File: src/hdl/prg_pkg.sv
package prg_pkg;

	// ########################################################################
	// Frame geometry
	// ########################################################################

	localparam int NUM_COLS = 8;
	localparam int NUM_ROWS = 6;
	localparam int NUM_RAYS = NUM_COLS * NUM_ROWS;

	// ########################################################################
	// Number format and pipeline sizing
	// ########################################################################

	// Signed Q8.8, so one unit is 1 << FRAC_BITS
	localparam int FRAC_BITS = 8;

	localparam int PIPE_LATENCY = 3;

	// Also the limit on rays in flight between scanner and shader
	localparam int FIFO_DEPTH = 8;

	// ########################################################################
	// Types
	// ########################################################################

	typedef logic signed [15:0] coord_t;

	typedef logic [$clog2(NUM_COLS)-1:0] col_t;
	typedef logic [$clog2(NUM_ROWS)-1:0] row_t;
	typedef logic [$clog2(NUM_RAYS)-1:0] pixel_id_t;

	// One bit wider than a pointer so a full FIFO's worth of credits fits
	typedef logic [$clog2(FIFO_DEPTH):0] credit_t;

	typedef enum logic {
		IDLE,
		ACTIVE
	} scan_state_t;

endpackage : prg_pkg

File: src/hdl/pixel_scanner.sv
`timescale 1ns/1ps

module pixel_scanner (
	input  logic                clk,
	input  logic                rst,
	input  logic                start,
	input  logic                ray_pop,
	output logic                issue_valid,
	output prg_pkg::col_t       issue_col,
	output prg_pkg::row_t       issue_row,
	output prg_pkg::pixel_id_t  issue_pixel_id,
	output logic                busy
);
	import prg_pkg::*;

	scan_state_t state;
	scan_state_t next_state;
	credit_t     credit;
	logic        last_pixel;
	logic        end_of_line;

	// Issue only while the FIFO is guaranteed a free slot for the ray
	assign issue_valid = (state == ACTIVE) && (credit < credit_t'(FIFO_DEPTH));

	assign last_pixel  = (issue_pixel_id == pixel_id_t'(NUM_RAYS - 1));
	assign end_of_line = (issue_col == col_t'(NUM_COLS - 1));

	assign busy = (state == ACTIVE) || (credit != '0);

	// ########################################################################
	// Frame FSM
	// ########################################################################

	always_comb begin
		next_state = state;
		case (state)
			IDLE: begin
				if (start && !busy)
					next_state = ACTIVE;
			end
			ACTIVE: begin
				if (issue_valid && last_pixel)
					next_state = IDLE;
			end
			default: next_state = IDLE;
		endcase
	end

	always_ff @(posedge clk or posedge rst) begin
		if (rst)
			state <= IDLE;
		else
			state <= next_state;
	end

	// Rows are scanned from the top of the image down to row zero
	always_ff @(posedge clk or posedge rst) begin
		if (rst) begin
			issue_col      <= '0;
			issue_row      <= row_t'(NUM_ROWS - 1);
			issue_pixel_id <= '0;
		end else if (issue_valid) begin
			if (last_pixel) begin
				issue_col      <= '0;
				issue_row      <= row_t'(NUM_ROWS - 1);
				issue_pixel_id <= '0;
			end else begin
				issue_pixel_id <= issue_pixel_id + 1'b1;
				if (end_of_line) begin
					issue_col <= '0;
					issue_row <= issue_row - 1'b1;
				end else begin
					issue_col <= issue_col + 1'b1;
				end
			end
		end
	end

	// ########################################################################
	// Credits for rays issued but not yet taken by the shader
	// ########################################################################

	always_ff @(posedge clk or posedge rst) begin
		if (rst)
			credit <= '0;
		else begin
			case ({issue_valid, ray_pop})
				2'b10:   credit <= credit + 1'b1;
				2'b01:   credit <= credit - 1'b1;
				default: credit <= credit;
			endcase
		end
	end

	credit_bound: assert property (@(posedge clk) disable iff (rst)
		credit <= credit_t'(FIFO_DEPTH))
		else $error("credit count above FIFO depth");

	pop_has_credit: assert property (@(posedge clk) disable iff (rst)
		ray_pop |-> credit != '0)
		else $error("ray taken with no ray outstanding");

endmodule : pixel_scanner

File: src/hdl/prg.sv
`timescale 1ns/1ps

module prg (
	input  logic                clk,
	input  logic                rst,
	input  logic                start,
	input  prg_pkg::coord_t     eye_x,
	input  prg_pkg::coord_t     eye_y,
	input  prg_pkg::coord_t     eye_z,
	input  prg_pkg::coord_t     u_x,
	input  prg_pkg::coord_t     u_y,
	input  prg_pkg::coord_t     u_z,
	input  prg_pkg::coord_t     v_x,
	input  prg_pkg::coord_t     v_y,
	input  prg_pkg::coord_t     v_z,
	input  prg_pkg::coord_t     w_x,
	input  prg_pkg::coord_t     w_y,
	input  prg_pkg::coord_t     w_z,
	input  prg_pkg::coord_t     pw,
	input  logic                ray_ready,
	output logic                ray_valid,
	output prg_pkg::coord_t     ray_origin_x,
	output prg_pkg::coord_t     ray_origin_y,
	output prg_pkg::coord_t     ray_origin_z,
	output prg_pkg::coord_t     ray_dir_x,
	output prg_pkg::coord_t     ray_dir_y,
	output prg_pkg::coord_t     ray_dir_z,
	output prg_pkg::pixel_id_t  ray_pixel_id,
	output logic                busy
);
	import prg_pkg::*;

	logic      issue_valid;
	col_t      issue_col;
	row_t      issue_row;
	pixel_id_t issue_pixel_id;
	logic      pipe_valid;
	pixel_id_t pipe_pixel_id;
	coord_t    pipe_origin_x, pipe_origin_y, pipe_origin_z;
	coord_t    pipe_dir_x, pipe_dir_y, pipe_dir_z;
	logic      ray_pop;

	// A transfer to the shader hands a credit back to the scanner
	assign ray_pop = ray_valid && ray_ready;

	pixel_scanner i_scanner (
		.clk, .rst, .start, .ray_pop,
		.issue_valid, .issue_col, .issue_row, .issue_pixel_id, .busy
	);

	ray_dir_pipe i_pipe (
		.clk, .rst, .issue_valid, .issue_col, .issue_row, .issue_pixel_id,
		.eye_x, .eye_y, .eye_z, .u_x, .u_y, .u_z,
		.v_x, .v_y, .v_z, .w_x, .w_y, .w_z, .pw,
		.pipe_valid, .pipe_pixel_id,
		.pipe_origin_x, .pipe_origin_y, .pipe_origin_z,
		.pipe_dir_x, .pipe_dir_y, .pipe_dir_z
	);

	ray_fifo i_fifo (
		.clk, .rst,
		.wr_valid(pipe_valid), .wr_pixel_id(pipe_pixel_id),
		.wr_origin_x(pipe_origin_x), .wr_origin_y(pipe_origin_y),
		.wr_origin_z(pipe_origin_z),
		.wr_dir_x(pipe_dir_x), .wr_dir_y(pipe_dir_y), .wr_dir_z(pipe_dir_z),
		.rd_ready(ray_ready), .rd_valid(ray_valid), .rd_pixel_id(ray_pixel_id),
		.rd_origin_x(ray_origin_x), .rd_origin_y(ray_origin_y),
		.rd_origin_z(ray_origin_z),
		.rd_dir_x(ray_dir_x), .rd_dir_y(ray_dir_y), .rd_dir_z(ray_dir_z)
	);

endmodule : prg

File: src/hdl/ray_dir_pipe.sv
`timescale 1ns/1ps

module ray_dir_pipe (
	input  logic                clk,
	input  logic                rst,
	input  logic                issue_valid,
	input  prg_pkg::col_t       issue_col,
	input  prg_pkg::row_t       issue_row,
	input  prg_pkg::pixel_id_t  issue_pixel_id,
	input  prg_pkg::coord_t     eye_x,
	input  prg_pkg::coord_t     eye_y,
	input  prg_pkg::coord_t     eye_z,
	input  prg_pkg::coord_t     u_x,
	input  prg_pkg::coord_t     u_y,
	input  prg_pkg::coord_t     u_z,
	input  prg_pkg::coord_t     v_x,
	input  prg_pkg::coord_t     v_y,
	input  prg_pkg::coord_t     v_z,
	input  prg_pkg::coord_t     w_x,
	input  prg_pkg::coord_t     w_y,
	input  prg_pkg::coord_t     w_z,
	input  prg_pkg::coord_t     pw,
	output logic                pipe_valid,
	output prg_pkg::pixel_id_t  pipe_pixel_id,
	output prg_pkg::coord_t     pipe_origin_x,
	output prg_pkg::coord_t     pipe_origin_y,
	output prg_pkg::coord_t     pipe_origin_z,
	output prg_pkg::coord_t     pipe_dir_x,
	output prg_pkg::coord_t     pipe_dir_y,
	output prg_pkg::coord_t     pipe_dir_z
);
	import prg_pkg::*;

	logic [PIPE_LATENCY-1:0] valid_sr;
	pixel_id_t               pid_sr [PIPE_LATENCY];

	coord_t x_off;
	coord_t y_off;
	coord_t s1_su;
	coord_t s1_sv;
	coord_t s2_ux;
	coord_t s2_uy;
	coord_t s2_uz;
	coord_t s2_vx;
	coord_t s2_vy;
	coord_t s2_vz;

	// Full 32-bit product, then back to Q8.8
	function automatic coord_t scale(input coord_t a, input coord_t b);
		logic signed [31:0] prod;
		prod = a * b;
		return coord_t'(prod >>> FRAC_BITS);
	endfunction

	// ########################################################################
	// Valid and pixel number travel beside the data
	// ########################################################################

	always_ff @(posedge clk or posedge rst) begin
		if (rst)
			valid_sr <= '0;
		else
			valid_sr <= {valid_sr[PIPE_LATENCY-2:0], issue_valid};
	end

	always_ff @(posedge clk) begin
		pid_sr[0] <= issue_pixel_id;
		for (int i = 1; i < PIPE_LATENCY; i++)
			pid_sr[i] <= pid_sr[i-1];
	end

	assign pipe_valid    = valid_sr[PIPE_LATENCY-1];
	assign pipe_pixel_id = pid_sr[PIPE_LATENCY-1];

	// Offsets from the image centre, in whole pixels
	assign x_off = coord_t'(issue_col) - coord_t'(NUM_COLS / 2);
	assign y_off = coord_t'(issue_row) - coord_t'(NUM_ROWS / 2);

	// ########################################################################
	// Stage 1 to 3 datapath
	// ########################################################################

	always_ff @(posedge clk) begin
		// Integer offset times a Q8.8 width stays Q8.8, wrapped to 16 bits
		s1_su <= x_off * pw;
		s1_sv <= y_off * pw;

		s2_ux <= scale(s1_su, u_x);
		s2_uy <= scale(s1_su, u_y);
		s2_uz <= scale(s1_su, u_z);
		s2_vx <= scale(s1_sv, v_x);
		s2_vy <= scale(s1_sv, v_y);
		s2_vz <= scale(s1_sv, v_z);

		pipe_dir_x    <= w_x + s2_ux + s2_vx;
		pipe_dir_y    <= w_y + s2_uy + s2_vy;
		pipe_dir_z    <= w_z + s2_uz + s2_vz;
		pipe_origin_x <= eye_x;
		pipe_origin_y <= eye_y;
		pipe_origin_z <= eye_z;
	end

endmodule : ray_dir_pipe

File: src/hdl/ray_fifo.sv
`timescale 1ns/1ps

module ray_fifo (
	input  logic                clk,
	input  logic                rst,
	input  logic                wr_valid,
	input  prg_pkg::pixel_id_t  wr_pixel_id,
	input  prg_pkg::coord_t     wr_origin_x,
	input  prg_pkg::coord_t     wr_origin_y,
	input  prg_pkg::coord_t     wr_origin_z,
	input  prg_pkg::coord_t     wr_dir_x,
	input  prg_pkg::coord_t     wr_dir_y,
	input  prg_pkg::coord_t     wr_dir_z,
	input  logic                rd_ready,
	output logic                rd_valid,
	output prg_pkg::pixel_id_t  rd_pixel_id,
	output prg_pkg::coord_t     rd_origin_x,
	output prg_pkg::coord_t     rd_origin_y,
	output prg_pkg::coord_t     rd_origin_z,
	output prg_pkg::coord_t     rd_dir_x,
	output prg_pkg::coord_t     rd_dir_y,
	output prg_pkg::coord_t     rd_dir_z
);
	import prg_pkg::*;

	pixel_id_t mem_pid [FIFO_DEPTH];
	coord_t    mem_ox  [FIFO_DEPTH];
	coord_t    mem_oy  [FIFO_DEPTH];
	coord_t    mem_oz  [FIFO_DEPTH];
	coord_t    mem_dx  [FIFO_DEPTH];
	coord_t    mem_dy  [FIFO_DEPTH];
	coord_t    mem_dz  [FIFO_DEPTH];

	logic [$clog2(FIFO_DEPTH)-1:0] wr_ptr;
	logic [$clog2(FIFO_DEPTH)-1:0] rd_ptr;
	logic [$clog2(FIFO_DEPTH):0]   count;
	logic                          do_read;

	assign rd_valid = (count != '0);
	assign do_read  = rd_valid && rd_ready;

	always_ff @(posedge clk) begin
		if (wr_valid) begin
			mem_pid[wr_ptr] <= wr_pixel_id;
			mem_ox[wr_ptr]  <= wr_origin_x;
			mem_oy[wr_ptr]  <= wr_origin_y;
			mem_oz[wr_ptr]  <= wr_origin_z;
			mem_dx[wr_ptr]  <= wr_dir_x;
			mem_dy[wr_ptr]  <= wr_dir_y;
			mem_dz[wr_ptr]  <= wr_dir_z;
		end
	end

	always_ff @(posedge clk or posedge rst) begin
		if (rst) begin
			wr_ptr <= '0;
			rd_ptr <= '0;
			count  <= '0;
		end else begin
			if (wr_valid)
				wr_ptr <= (wr_ptr == FIFO_DEPTH - 1) ? '0 : wr_ptr + 1'b1;
			if (do_read)
				rd_ptr <= (rd_ptr == FIFO_DEPTH - 1) ? '0 : rd_ptr + 1'b1;
			if (wr_valid && !do_read)
				count <= count + 1'b1;
			else if (!wr_valid && do_read)
				count <= count - 1'b1;
		end
	end

	// Head entry is shown directly, so it holds while the shader stalls
	assign rd_pixel_id = mem_pid[rd_ptr];
	assign rd_origin_x = mem_ox[rd_ptr];
	assign rd_origin_y = mem_oy[rd_ptr];
	assign rd_origin_z = mem_oz[rd_ptr];
	assign rd_dir_x    = mem_dx[rd_ptr];
	assign rd_dir_y    = mem_dy[rd_ptr];
	assign rd_dir_z    = mem_dz[rd_ptr];

	no_overflow: assert property (@(posedge clk) disable iff (rst)
		wr_valid |-> count < FIFO_DEPTH)
		else $error("ray written into a full FIFO");

endmodule : ray_fifo

File: config.mk
export PLATFORM = sky130hd
export DESIGN_NAME = prg
export DESIGN_NICKNAME = d
export VERILOG_FILES = /design/src/hdl/prg_pkg.sv /design/src/hdl/pixel_scanner.sv /design/src/hdl/prg.sv /design/src/hdl/ray_dir_pipe.sv /design/src/hdl/ray_fifo.sv
export SDC_FILE = /design/constraint.sdc
export NUM_CORES = 2
export LEC_CHECK = 0
export BUFFER_PORTS_ARGS = -buffer_cell sky130_fd_sc_hd__buf_2
export CAP_MARGIN = 10
export CORE_MARGIN = 8
export CORE_UTILIZATION = 40
export CTS_BUF_LIST = sky130_fd_sc_hd__clkbuf_16
export CTS_CLUSTER_DIAMETER = 100
export CTS_CLUSTER_SIZE = 40
export DETAILED_ROUTE_END_ITERATION = 8
export PLACE_DENSITY = 0.61
export SETUP_SLACK_MARGIN = 0.2
export SLEW_MARGIN = 20
export SYNTH_ARGS = -nofsm -noshare
export SYNTH_HDL_FRONTEND = slang
export SYNTH_SLANG_ARGS = --single-unit
export TNS_END_PERCENT = 1
File: constraint.sdc
create_clock -name clk -period 19.42 [get_ports clk]
set_input_delay 1.942 -clock clk [delete_from_list [all_inputs] [get_ports clk]]
set_output_delay 1.942 -clock clk [all_outputs]
set_load 0.01 [all_outputs]
==> results.json <==
{
  "io_buffers": 315,
  "skew_ps": 67.6,
  "ios": 316,
  "post_drt_via_cell_ratio": 4.98,
  "dp_hpwl_um": 155000,
  "routed_wl_um": 212000,
  "worst_hold_path.endpoint": "i_pipe.pid_sr[0][12]",
  "place.gp.congestion": 0.820,
  "setup_tns_ps": 0,
  "clk_pin_slew_ps": 130,
  "path_class": "in -> reg",
  "grt_usage_pct": 18.1,
  "grt_pass1_vias": 56561,
  "synth_edf_count": 816,
  "synthCells": 7386,
  "grt_pass1_wl_um": 332000,
  "syn-num-nets": 9347,
  "outcome": "finished clean",
  "n_fill_cell": 20236,
  "rows": 171,
  "post_cts.repair.setup_buffers": 0,
  "dp_slack_ps": 11430,
  "crit_required_ps": 19990,
  "cts_tree": "built",
  "min_period_ps": 7310,
  "cts-resized-gates": 0,
  "hold_path.class": "reg -> reg",
  "rr_startpoint": "i_pipe.s1_sv[8]",
  "worstPathMaxFanout": 16,
  "r2r_cells": 23,
  "root_buffer": "clkbuf_16",
  "relSlewSlack_pct": 14.1,
  "cts.sinks": 1088,
  "wl_per_cell_um": 20.3,
  "clk_latency_ps": 700,
  "drt_iter0_markers": 2983,
  "holdCritStartpoint": "i_pipe.pid_sr[0][6]",
  "post-route-period-util_pct": 37.6,
  "grt_max_degree": 163,
  "max_freq_mhz": 137,
  "tightestPinTransition_ps": 1290,
  "setup_slack_ps": 12110,
  "fp.dieH_um": 483,
  "async_flop_share_pct": 2.76,
  "synth_seq_cells": 1088,
  "htree_levels": 2,
  "startpoint_type": "input pin",
  "area.growth.synth_to_final_pct": 7.26,
  "core_area_um2": 217000,
  "setup_viol_count_final": 0,
  "synth_top_area_cell": "edfxtp_1",
  "holdWs_ps": 343,
  "end_kind": "register",
  "hold_viol": 0,
  "die-area_um2": 234000,
  "synth.top_cell.area_share_pct": 28.0,
  "dpl.cell_count": 10307,
  "fin_nets": 9460,
  "yosysSeqAreaShare_pct": 34.4,
  "cts_buffers": 44,
  "die_w_um": 483,
  "start_util_pct": 40.2,
  "layoutNonFillerInstCount": 10432,
  "rr_endpoint": "i_pipe.s2_vz[15]",
  "grt_antenna_before_repair": 69,
  "synth.cell_area_um2": 87400,
  "ant_nets": 0,
  "synth_area_leaders": "edfxtp_1 (28%), fa_1 (28%), ha_1 (7.6%)",
  "slew_violations": 0,
  "grt_overflow": 0,
  "ff2ff_setup_slack_ps": 12230,
  "drive_gt1_share_pct": 10.8,
  "ys_warn_count": 0,
  "ctsHoldBuffers": 0,
  "arrival_ps": 7880,
  "ys_types": 79,
  "syn_avg_cell_area_um2": 11.8,
  "synth_top_flop_cell": "edfxtp_1",
  "drc": 0,
  "dr.pass1.iters": 5,
  "rsz0062_at_grt": "no",
  "route.vias.total": 51923,
  "hold_path_depth": 0,
  "cap_violations": 0,
  "clockBufferDepth": 3
}
==> routing by layer <==
layer	GRT usage (%)	up-vias	share of wire, %
met3	3.17	265	6.2
met4	4.94	24	3.0
met5	0	-	0.073
li1	-	23237	-
met2	29.9	1182	47
met1	24.7	27215	44
==> critical path, cell delays in order <==
cell	delay, ps
buf_2	320
nand2_1	140
fa_1	540
fa_1	530
fa_1	510
inv_1	50
fa_1	490
fa_1	490
inv_1	50
fa_1	470
inv_1	40
ha_1	320
a21o_1	210
a21oi_2	180
nand4b_1	150
o221ai_2	320
o21ai_2	140
or4_4	450
a31o_4	260
a21oi_2	140
xnor2_1	120
==> flip-flops by register name (all words and copies together), names as in the netlist, 18 cells and up <==
signal / cells
i_fifo.mem_dx: 128
i_fifo.mem_dy: 128
i_fifo.mem_dz: 128
i_fifo.mem_ox: 128
i_fifo.mem_oy: 128
i_fifo.mem_oz: 128
i_fifo.mem_pid: 48
i_pipe.pid_sr: 18
==> cell type report <==
class / instances / area, µm² / area share [%]
Tap cell: 2854 / 3570 / 3.81
Sequential cell: 1088 / 30100 / 32.1
Clock inverter: 37 / 556 / 0.593
Timing Repair Buffer: 375 / 2080 / 2.22
Antenna cell: 43 / 108 / 0.115
Clock buffer: 45 / 1130 / 1.20
Inverter: 1573 / 5900 / 6.30
Multi-Input combinational cell: 4417 / 50300 / 53.6
==> how the worst max path moves through the flow <==
stage                                start                   to
after detailed placement            u_y[1]     i_pipe.s2_uy[15]
after global routing                u_y[1]     i_pipe.s2_uy[15]
after global placement              u_y[1]     i_pipe.s2_uy[15]
after CTS                           u_y[1]     i_pipe.s2_uy[15]
after floorplan           i_fifo.wr_ptr[1]  i_fifo.mem_dx[0][0]
final                               u_y[1]     i_pipe.s2_uy[15]
==> cell usage after synthesis (all sizes together), types with 7 or more instances <==
master	number
nand4	15
clkbuf	282
and2	682
ha	531
dfxtp	242
edfxtp	816
nand2b	44
nor3	41
o21bai	8
a31oi	13
buf	26
inv	1571
mux4	204
a21boi	10
mux2	108
a21oi	66
nand2	746
a21o	28
nor2b	42
fa	1218
o21a	22
nor2	155
nand3	23
a211oi	8
xnor2	238
o21ai	54
and3	7
or2	20
xor2	61
dfrtp	28
o31ai	7
==> cells by family (layout without fill, tap and decap cells) <==
family / count (synthesis) / in the layout / synth area share [%]
DFF: 1088 / 1088 / 34.4
muxes: 313 / 313 / 6.66
other: 0 / 43 / 0
AOI/OAI and AO/OA: 259 / 259 / 2.08
buffers and inverters: 1881 / 2030 / 8.10
xor gates and xnor gates: 299 / 299 / 3.00
and+or+nand+nor: 1797 / 1797 / 10.2
adders and majority gates: 1749 / 1749 / 35.5
==> stage by stage <==
stage               instance area, µm²  utilization, %
floorplan                        87400               -
global placement                 91900            42.3
detailed placement               91900            42.3
CTS                              93600            43.1
global route                     93700            43.1
finish                           93700            43.2
==> cells in the final DEF (no fill, tap or decap), types with 20 or more instances in the layout <==
cell and count:
buf_2 315, nor2b_1 42, nand2_1 746, a21o_1 28, nor3_1 38, mux4_2 204, inv_1 1588, dfrtp_1 25
xor2_1 61, mux2_2 108, and2_1 682, buf_4 56, xnor2_1 237, dfxtp_1 242, a21oi_1 58, nor2_1 149
diode_2 43, ha_1 531, or2_2 20, o21ai_0 48, nand3_1 23, fa_1 1218, clkbuf_16 45, o21a_1 22
edfxtp_1 816, nand2b_1 44
Power is not shown: default switching activity piles up to over one toggle a cycle in this logic, so the estimate is an artifact.
